===== src/verilog/w2n_fifo_params.svh =====
//==================================================
// wide to narrow FIFO sizing
//==================================================

`ifndef W2N_FIFO_PARAMS_SVH
`define W2N_FIFO_PARAMS_SVH

//==================================================
// storage geometry
//==================================================

// word address bits
`define FIFO_ADDR_WIDTH 2

// words held in storage
`define FIFO_DEPTH (1 << `FIFO_ADDR_WIDTH)

//==================================================
// data widths
//==================================================

`define FIFO_IN_WIDTH 32
`define FIFO_OUT_WIDTH 8

// lanes per written word, and the lane index width
`define FIFO_LANES (`FIFO_IN_WIDTH / `FIFO_OUT_WIDTH)
`define FIFO_LANE_BITS 2

// highest lane count that still has room for a whole word
`define FIFO_FULL_LEVEL ((`FIFO_DEPTH - 1) * `FIFO_LANES)

`endif


===== src/verilog/fifo_data_pkg.sv =====
//==================================================
// FIFO data types
//==================================================

`default_nettype none

`include "w2n_fifo_params.svh"

package fifo_data_pkg;

	// word as presented on the write side
	typedef logic [`FIFO_IN_WIDTH-1:0] wide_word_t;

	// one lane as returned on the read side
	typedef logic [`FIFO_OUT_WIDTH-1:0] lane_data_t;

endpackage

`default_nettype wire


===== src/verilog/fifo_addr_pkg.sv =====
//==================================================
// FIFO address and count types
//==================================================

`default_nettype none

`include "w2n_fifo_params.svh"

package fifo_addr_pkg;

	// index of a word in storage
	typedef logic [`FIFO_ADDR_WIDTH-1:0] word_addr_t;

	// lane within a word, lane 0 is the low byte
	typedef logic [`FIFO_LANE_BITS-1:0] lane_sel_t;

	// stored lanes, 0 up to depth times lanes inclusive
	typedef logic [$clog2(`FIFO_DEPTH * `FIFO_LANES + 1)-1:0] level_t;

endpackage

`default_nettype wire


===== src/verilog/fifo_word_store.sv =====
//==================================================
// FIFO word storage
//==================================================

`timescale 1ns/1ps
`default_nettype none

`include "w2n_fifo_params.svh"

module fifo_word_store
	import fifo_data_pkg::*;
	import fifo_addr_pkg::*;
(
	input  logic       clk,
	input  logic       rstn,
	input  logic       wr_en,
	input  wide_word_t data,
	input  word_addr_t rd_word,
	output wide_word_t rd_data
);

	//==================================================
	// storage and write pointer
	//==================================================

	wide_word_t mem [`FIFO_DEPTH];
	word_addr_t wr_ptr;

	// pointer width matches the depth, so it wraps by itself
	always_ff @(posedge clk or negedge rstn)
	begin
		if (!rstn)
		begin
			wr_ptr <= '0;
		end
		else if (wr_en)
		begin
			wr_ptr <= wr_ptr + 1'b1;
		end
	end

	// word lands at the current pointer
	always_ff @(posedge clk)
	begin
		if (wr_en)
		begin
			mem[wr_ptr] <= data;
		end
	end

	//==================================================
	// read port
	//==================================================

	// whole word back to the lane reader, no register
	assign rd_data = mem[rd_word];

endmodule

`default_nettype wire


===== src/verilog/fifo_lane_reader.sv =====
//==================================================
// FIFO lane reader
//==================================================

`timescale 1ns/1ps
`default_nettype none

`include "w2n_fifo_params.svh"

module fifo_lane_reader
	import fifo_data_pkg::*;
	import fifo_addr_pkg::*;
(
	input  logic       clk,
	input  logic       rstn,
	input  logic       rd_en,
	input  wide_word_t rd_data,
	output word_addr_t rd_word,
	output lane_data_t q
);

	// low part of the read pointer
	lane_sel_t  rd_lane;
	lane_data_t lanes [`FIFO_LANES];

	// word index on top, lane index below, counted as one value
	always_ff @(posedge clk or negedge rstn)
	begin
		if (!rstn)
		begin
			rd_word <= '0;
			rd_lane <= '0;
		end
		else if (rd_en)
		begin
			{rd_word, rd_lane} <= {rd_word, rd_lane} + 1'b1;
		end
	end

	// split the addressed word into lanes, lowest byte first
	for (genvar i = 0; i < `FIFO_LANES; i++)
	begin : g_lane
		assign lanes[i] = rd_data[i*`FIFO_OUT_WIDTH +: `FIFO_OUT_WIDTH];
	end

	// valid only while the FIFO holds data
	assign q = lanes[rd_lane];

endmodule

`default_nettype wire


===== src/verilog/fifo_level_ctrl.sv =====
//==================================================
// FIFO occupancy and flags
//==================================================

`timescale 1ns/1ps
`default_nettype none

`include "w2n_fifo_params.svh"

module fifo_level_ctrl
	import fifo_addr_pkg::*;
(
	input  logic   clk,
	input  logic   rstn,
	input  logic   wr_req,
	input  logic   rd_req,
	output logic   wr_en,
	output logic   rd_en,
	output level_t level,
	output logic   empty,
	output logic   full
);

	// occupancy steps, in lanes
	localparam level_t word_step = level_t'(`FIFO_LANES);
	localparam level_t both_step = level_t'(`FIFO_LANES - 1);
	localparam level_t full_level = level_t'(`FIFO_FULL_LEVEL);

	//==================================================
	// request qualification
	//==================================================

	// a refused request leaves every register alone
	assign wr_en = wr_req && !full;
	assign rd_en = rd_req && !empty;

	//==================================================
	// occupancy register
	//==================================================

	always_ff @(posedge clk or negedge rstn)
	begin
		if (!rstn)
		begin
			level <= '0;
		end
		else
		begin
			case ({wr_en, rd_en})
				2'b10:
				begin
					level <= level + word_step;
				end
				2'b01:
				begin
					level <= level - 1'b1;
				end
				// one word in, one lane out
				2'b11:
				begin
					level <= level + both_step;
				end
				default:
				begin
					level <= level;
				end
			endcase
		end
	end

	// flags decoded from the registered count
	assign empty = (level == '0);
	assign full = (level > full_level);

endmodule

`default_nettype wire


===== src/verilog/w2n_fifo_top.sv =====
//==================================================
// wide to narrow synchronous FIFO
//==================================================

`timescale 1ns/1ps
`default_nettype none

module w2n_fifo_top
	import fifo_data_pkg::*;
	import fifo_addr_pkg::*;
(
	input  logic       clk,
	input  logic       rstn,
	input  logic       wr_req,
	input  wide_word_t data,
	input  logic       rd_req,
	output lane_data_t q,
	output level_t     level,
	output logic       empty,
	output logic       full
);

	// qualified strobes
	logic wr_en;
	logic rd_en;

	// read path between reader and store
	word_addr_t rd_word;
	wide_word_t rd_data;

	//==================================================
	// flags and occupancy
	//==================================================

	fifo_level_ctrl u_level_ctrl (
		.clk    (clk),
		.rstn   (rstn),
		.wr_req (wr_req),
		.rd_req (rd_req),
		.wr_en  (wr_en),
		.rd_en  (rd_en),
		.level  (level),
		.empty  (empty),
		.full   (full)
	);

	//==================================================
	// storage and lane selection
	//==================================================

	fifo_word_store u_word_store (
		.clk     (clk),
		.rstn    (rstn),
		.wr_en   (wr_en),
		.data    (data),
		.rd_word (rd_word),
		.rd_data (rd_data)
	);

	// q follows the read pointer combinationally
	fifo_lane_reader u_lane_reader (
		.clk     (clk),
		.rstn    (rstn),
		.rd_en   (rd_en),
		.rd_data (rd_data),
		.rd_word (rd_word),
		.q       (q)
	);

endmodule

`default_nettype wire


===== config.mk =====
export PLATFORM = sky130hd
export DESIGN_NAME = w2n_fifo_top
export DESIGN_NICKNAME = d
export VERILOG_FILES = /design/src/verilog/fifo_data_pkg.sv /design/src/verilog/fifo_addr_pkg.sv /design/src/verilog/fifo_word_store.sv /design/src/verilog/fifo_lane_reader.sv /design/src/verilog/fifo_level_ctrl.sv /design/src/verilog/w2n_fifo_top.sv
export VERILOG_INCLUDE_DIRS = /design/src /design/src/verilog
export SDC_FILE = /design/constraint.sdc
export NUM_CORES = 1
export LEC_CHECK = 0
export ABC_CLOCK_PERIOD_IN_PS = 2400
export BUFFER_PORTS_ARGS = -buffer_cell sky130_fd_sc_hd__buf_2
export CAP_MARGIN = 15
export CORE_UTILIZATION = 35
export CTS_BUF_LIST = sky130_fd_sc_hd__clkbuf_4 sky130_fd_sc_hd__clkbuf_8
export CTS_CLUSTER_DIAMETER = 40
export CTS_CLUSTER_SIZE = 10
export DETAILED_ROUTE_END_ITERATION = 16
export GPL_TIMING_DRIVEN = 0
export PLACE_DENSITY = 0.61
export SYNTH_ARGS = -nofsm -noshare
export SYNTH_HDL_FRONTEND = slang
export SYNTH_SLANG_ARGS = --single-unit

===== constraint.sdc =====
create_clock -name clk -period 2.4 [get_ports clk]
set_input_delay 0.48 -clock clk [delete_from_list [all_inputs] [get_ports clk]]
set_output_delay 0.48 -clock clk [all_outputs]
set_load 0.02 [all_outputs]

* After elaboration in Yosys (flattened, before gate mapping)
Memories as Yosys holds them, arrays and structs flattened.
Cells that the tools add are included.
** Cells by class
- Add/subtract/negate cells :: 5
- Bitwise gates (word level) :: 1
- Equality and inequality tests :: 3
- Magnitude comparators :: 2
- Muxes and demuxes :: 6
- Reduce and logical (&&, ||, !) cells :: 6
** Operators by type and width (number)
- $bmux 8 s2 :: 1
- $mux 8 :: 2
- $pmux 5 s3 :: 1
- $add 5x2->5 const B :: 1
- $add 5x3->5 const B :: 1
- $gt 5x4->1 const B :: 1
- $logic_not 5->1 :: 1
- $sub 5x1->5 const B :: 1
- $add 4x1->4 const B :: 1
- $eq 2x2->1 const B :: 2
- $ge 3x3->1 const B :: 1
- $not 2->3 :: 1
- $reduce_bool 3->1 :: 1
- $add 2x1->2 const B :: 1
- $eq 2x1->1 const B :: 1
- $logic_and 1x1->1 :: 2
- $logic_not 1->1 :: 2
- $mux 1 :: 2
** Storage, ports and cells
- Output and inout port bits :: 15
- Flip-flop bits (word level) :: 11
- Word-level logic and storage cells :: 28
- Bits of input ports :: 36
- Memories kept :: 1
- Bits in writable memories :: 128
** Memory list
- u_word_store.mem :: words 4, width 32, rd ports 1, clocked after memory_dff 0, wr ports 1, RTL line fifo_word_store.sv:26 : wide_word_t mem [`FIFO_DEPTH];

* Logic depth before layout (Yosys ltp)
- Word-level depth :: 5
- Gate-level depth with buffers :: 11
- Depth with buffers taken out :: 10

* By module
From an unflattened synthesis, not the netlist that was laid out.
** Second synthesis, totals
- Cells, all modules :: 247
- Area total of the unflattened synthesis :: 5612.9 um^2
** Modules (own cells, without submodules)
- fifo_word_store :: seq. area each 3893.7 um^2, instances 1, cells each 181, area an instance 4810.9 um^2
- fifo_level_ctrl :: seq. area each 125.1 um^2, instances 1, cells each 45, area an instance 445.4 um^2
- fifo_lane_reader :: seq. area each 100.1 um^2, instances 1, cells each 21, area an instance 356.6 um^2

* Worst setup path after synthesis
Ideal clock, no wire load.
- Path type :: register to register
- From :: reg u_level_ctrl.level[0]
- To :: mem u_word_store.mem[0][0] (netlist name) (enable)
- Library setup time :: 0.392 ns
- Required time :: 2.008 ns
- Data arrival time :: 2.244 ns
- Clock period less this slack :: 2.636 ns
- Slack :: -0.236 ns
- Cell stages (with the launch flop) :: 7
- Buffers on the path :: 1
- Path through :: dfrtp_1 inv_1 ha_1 nand2_1 a311oi_2 buf_4 and2_1
** Between the ends
- Cells in the longest elaborated chain, start to end :: 5
** Ends and longest elaborated chain
- start: declaration :: RTL line fifo_level_ctrl.sv:19 : output level_t level,
- start signal: assignment :: RTL line fifo_level_ctrl.sv:52 : level <= level + word_step;
- start signal: assignment :: RTL line fifo_level_ctrl.sv:56 : level <= level - 1'b1;
- start signal: assignment :: RTL line fifo_level_ctrl.sv:61 : level <= level + both_step;
- $gt 5x4->1 :: RTL line fifo_level_ctrl.sv:73 : assign full = (level > full_level);
- $logic_not 1->1 :: RTL line fifo_level_ctrl.sv:34 : assign wr_en = wr_req && !full;
- $logic_and 1x1->1 :: RTL line fifo_level_ctrl.sv:34
- $mux 1 :: RTL line fifo_word_store.sv:45 : if (wr_en)
- $mux 1 (not written as such) :: RTL line fifo_word_store.sv:47 : mem[wr_ptr] <= data;
- end: declaration :: RTL line fifo_word_store.sv:26
Every way passes these cells.

* Worst setup path after layout
- From :: reg u_lane_reader.rd_word[0]
- To :: out q[6]
** Between the ends
- Cells in the longest elaborated chain, start to end :: 4
** Ends and longest elaborated chain
- start: declaration :: RTL line fifo_lane_reader.sv:18 : output word_addr_t rd_word,
- start signal: assignment :: RTL line fifo_lane_reader.sv:36 : {rd_word, rd_lane} <= {rd_word, rd_lane} + 1'b1;
- $mem_v2 4x32
- $bmux 8 s2 :: RTL line fifo_lane_reader.sv:47 : assign q = lanes[rd_lane];
- $mux 8 (not written as such) (2 in a row) :: RTL line fifo_lane_reader.sv:47
- end: declaration :: RTL line w2n_fifo_top.sv:17 : output lane_data_t q,
Every way passes these cells. The select of a mux whose other input is x is not followed.

==> flow_metrics.env <==
export IMPL_syn_area_um2=5680
export IMPL_crit_chain="clkbuf_16 > buf_12 > mux4_2 > a22oi_2 > nand2_1 > buf_2"
export IMPL_hold_viol=0
export IMPL_die_area_um2=16800
export IMPL_drc=0
export IMPL_grt_antenna_before_repair=1
export IMPL_met3_usage_pct=5.28
export IMPL_critPathTopFamily="multiplexers"
export IMPL_outcome="finished with violations"
export IMPL_p_clk_share_pct=20.3
export IMPL_nets=406
export IMPL_root_buffer="clkbuf_8"
export IMPL_switching_power_mw=2.73
export IMPL_grt_setup_unrepaired="yes"
export IMPL_final_layout_size_suffix_gt1_share_pct=47.8
export IMPL_grt_max_degree=33
export IMPL_post_drt_wl_per_cell_um=18.7
export IMPL_dieHeight_um=129
export IMPL_dr_pass1_iters=4
export IMPL_fin_crit_ns=2.58
export IMPL_ys_ff_latch=139
export IMPL_seq_power_share_pct=38.1
export IMPL_setup_viol=8
export IMPL_fin_skew_ns=0.00946
export IMPL_cp_required_ns=1.92
export IMPL_synth_seq_area_share_pct=72.5
export IMPL_clock_latency_ns=0.43
export IMPL_viasPerCell=4.78
export IMPL_drt_initial_drc_count=123
export IMPL_areaGrowthSynthToFinish_pct=21.5
export IMPL_grtUsageMet1_pct=15.8
export IMPL_path_clk_slew_ns=0.07
export IMPL_cp_slowest_cell="mux4_2"
export IMPL_grt_pass1_wl_mm=16.6
export IMPL_synthDistinctLibCells=33
export IMPL_slew_headroom_pct=61.0
export IMPL_drt_antenna_violating_nets=0
export IMPL_fill_cells=1442
export IMPL_vias=2811
export IMPL_dp_hpwl_mm=6.70
export IMPL_synth_fp_nets=321
export IMPL_dieWidth_um=129
export IMPL_core_area_um2=15900
export IMPL_fin_crit_sh_pct=108
export IMPL_hold_path_class="in2reg"
export IMPL_whs_ns=0.259
export IMPL_fmaxAchievable_mhz=387
export IMPL_gp_congestion=0.694
export IMPL_clock_sinks=139
export IMPL_worst_slack_ns=-0.184
export IMPL_portBuffers=50
export IMPL_p_comb_share_pct=41.6
export IMPL_clk_path_buf_depth=2
export IMPL_ir_drop_mv=0.745
export IMPL_worstSetupEndpointType="primary output"
export IMPL_p_leak_nw=2.43
export IMPL_syn_inst=274
export IMPL_max_cap_violations=0
export IMPL_critPathMaxStageDelay_ns=0.54
export IMPL_grt_pass1_vias=3098
export IMPL_cp_max_fo=5
export IMPL_start_util_pct=35.8
export IMPL_violations="setup timing"
export IMPL_grt_busiest_layer="met2"
export IMPL_postSynthAreaPerCell_um2=20.7
export IMPL_crit_buf_inv=3
export IMPL_crit_path_start_kind="flop"
export IMPL_overflow=0
export IMPL_rows=46
export IMPL_cts_made_buffers=17
export IMPL_slew_viol_final=0
export IMPL_yosysWarnings=0
export IMPL_p_int_mw=5.77
export IMPL_worst_slew_pin_slew_ns=0.584
export IMPL_use_met2_pct=25.0
export IMPL_num_io_pins=51
export IMPL_htree_levels=4
export IMPL_worstPathArrival_ns=2.10
export IMPL_fin_util_pct=43.5
export IMPL_cts_tree="done"
export IMPL_swShare_pct=32.2
export IMPL_power_density_nw_per_um2=1230
export IMPL_crit_type="reg2out"
export IMPL_wirelength_mm=11.0
export IMPL_grt_usage_pct=14.1
## flip-flops by register name, indices dropped and copies added, names as in the netlist
name	flops
u_lane_reader.rd_lane	2
u_word_store.wr_ptr	2
u_lane_reader.rd_word	2
u_word_store.mem	128
u_level_ctrl.level	5
## metrics by stage
step	total power, mW	std cells	worst slack (ns)	setup TNS (ns)	instance area (um2)
floorplan	5.33	274	0.0000631	0	5740
global placement	6.12	540	-0.173	-21.16	6260
detailed placement	6.18	540	-0.214	-25.07	6260
CTS	8.09	579	-0.237	-1.63	6730
global route	8.97	586	-0.264	-2.02	6900
finish	8.50	588	-0.184	-1.20	6910
## cell usage in the layout, fill, tap and decap left out, types with 3 or more instances in the layout
master and n:
buf_4 15, and2_4 5, mux4_1 3, dfrtp_1 6, edfxtp_1 128, nand2_1 14
inv_1 7, a22oi_2 14, dfrtp_2 5, ha_1 7, mux4_2 29, buf_2 47
buf_6 4, clkbuf_8 20, clkbuf_16 3, buf_12 4, clkinv_2 4, ha_4 3
xnor2_1 7, clkbuf_4 3
## power by group through the flow
stage | registers (mW) | clock network (mW) | logic, mW
global route | 3.28 | 1.87 | 3.82
global placement | 3.27 | 0 | 2.85
floorplan | 3.30 | 0 | 2.04
CTS | 3.23 | 1.77 | 3.10
detailed placement | 3.29 | 0 | 2.89
finish | 3.24 | 1.73 | 3.54
## Yosys cell counts, drive strengths merged
cell	count	area (um2)
a211o	1	8.76
a21oi	3	15.0
a22oi	16	120
a311oi	1	15.0
a31o	1	8.76
and2	6	40.0
and2b	1	7.51
buf	8	93.8
clkbuf	3	41.3
clkdlybuf4s25	2	20.0
dfrtp	11	275
edfxtp	128	3840
ha	11	138
inv	9	33.8
mux2	1	15.0
mux2i	2	20.0
mux4	32	773
nand2	17	63.8
nand2b	3	18.8
nand3	1	5.00
nand3b	1	20.0
nor2	3	11.3
nor2b	1	6.26
nor4	1	6.26
o21a	1	7.51
o21ai	3	15.0
xnor2	7	61.3
## routing by layer
layer,routed length [um],part of all wire (%)
met5,11,0.10
met4,79,0.72
met3,702,6.4
met2,5780,53
met1,4420,40
## cells by family after synthesis
| logic type | share of synthesized area (%) |
|---|---|
| flip-flops | 72.5 |
| multiplexers | 14.2 |
| AND/OR/NAND/NOR | 3.15 |
| AO/OA/AOI/OAI | 3.35 |
| buffers and inverters | 3.32 |
| adder cells (fa/ha/maj) | 2.42 |
| XOR/XNOR | 1.08 |
## worst register-to-register path, delay by kind of cell (launching register included)
family                     cells  cell delay (ns)
AOI/OAI and AO/OA              3             0.66
muxes                          1             0.26
and+or+nand+nor                3             0.22
adders and majority gates      2             0.37
DFF                            1             0.43
buffers and inverters          2             0.27
## final cells by class
cell class / count / area, um2 / area share (%)
Clock inverter: 10 / 103 / 1.49
Sequential cell: 139 / 4130 / 59.7
Multi-Input combinational cell: 113 / 1490 / 21.6
Clock buffer: 20 / 256 / 3.71
Timing Repair Buffer: 66 / 447 / 6.47
Antenna cell: 2 / 5.00 / 0.0725
Buffer: 13 / 173 / 2.50
Inverter: 9 / 36.3 / 0.525
Tap cell: 216 / 270 / 3.91
## final timing paths
check | from | to | slack, ns | depth (start not counted)
max | u_lane_reader.rd_word[0]$_DFFE_PN0N_ | q[6] | -0.18 | 6
min in group asynchronous | rstn | u_level_ctrl.level[0]$_DFFE_PN0P_ | 0.45 | 2
max in group asynchronous | rstn | u_lane_reader.rd_word[0]$_DFFE_PN0N_ | 1.70 | 2
min reg2reg | u_level_ctrl.level[1]$_DFFE_PN0P_ | u_level_ctrl.level[1]$_DFFE_PN0P_ | 0.56 | 2
max reg2reg | u_level_ctrl.level[0]$_DFFE_PN0P_ | u_level_ctrl.level[4]$_DFFE_PN0P_ | 0.08 | 11
min | data[30] | u_word_store.mem[1][30]$_DFFE_PP_ | 0.26 | 1
## repair_timing
action | in CTS | in global routing
pin swaps | 1 | 12
cloned | 0 | 3
hold buffers | 1 | 0
setup endpoints to repair | 137 | 9
gates resized for setup | 13 | 38
hold endpoints to repair | 11 | 0
buffers inserted | 8 | 4
Note: power is estimated with default switching activity, not from simulation.
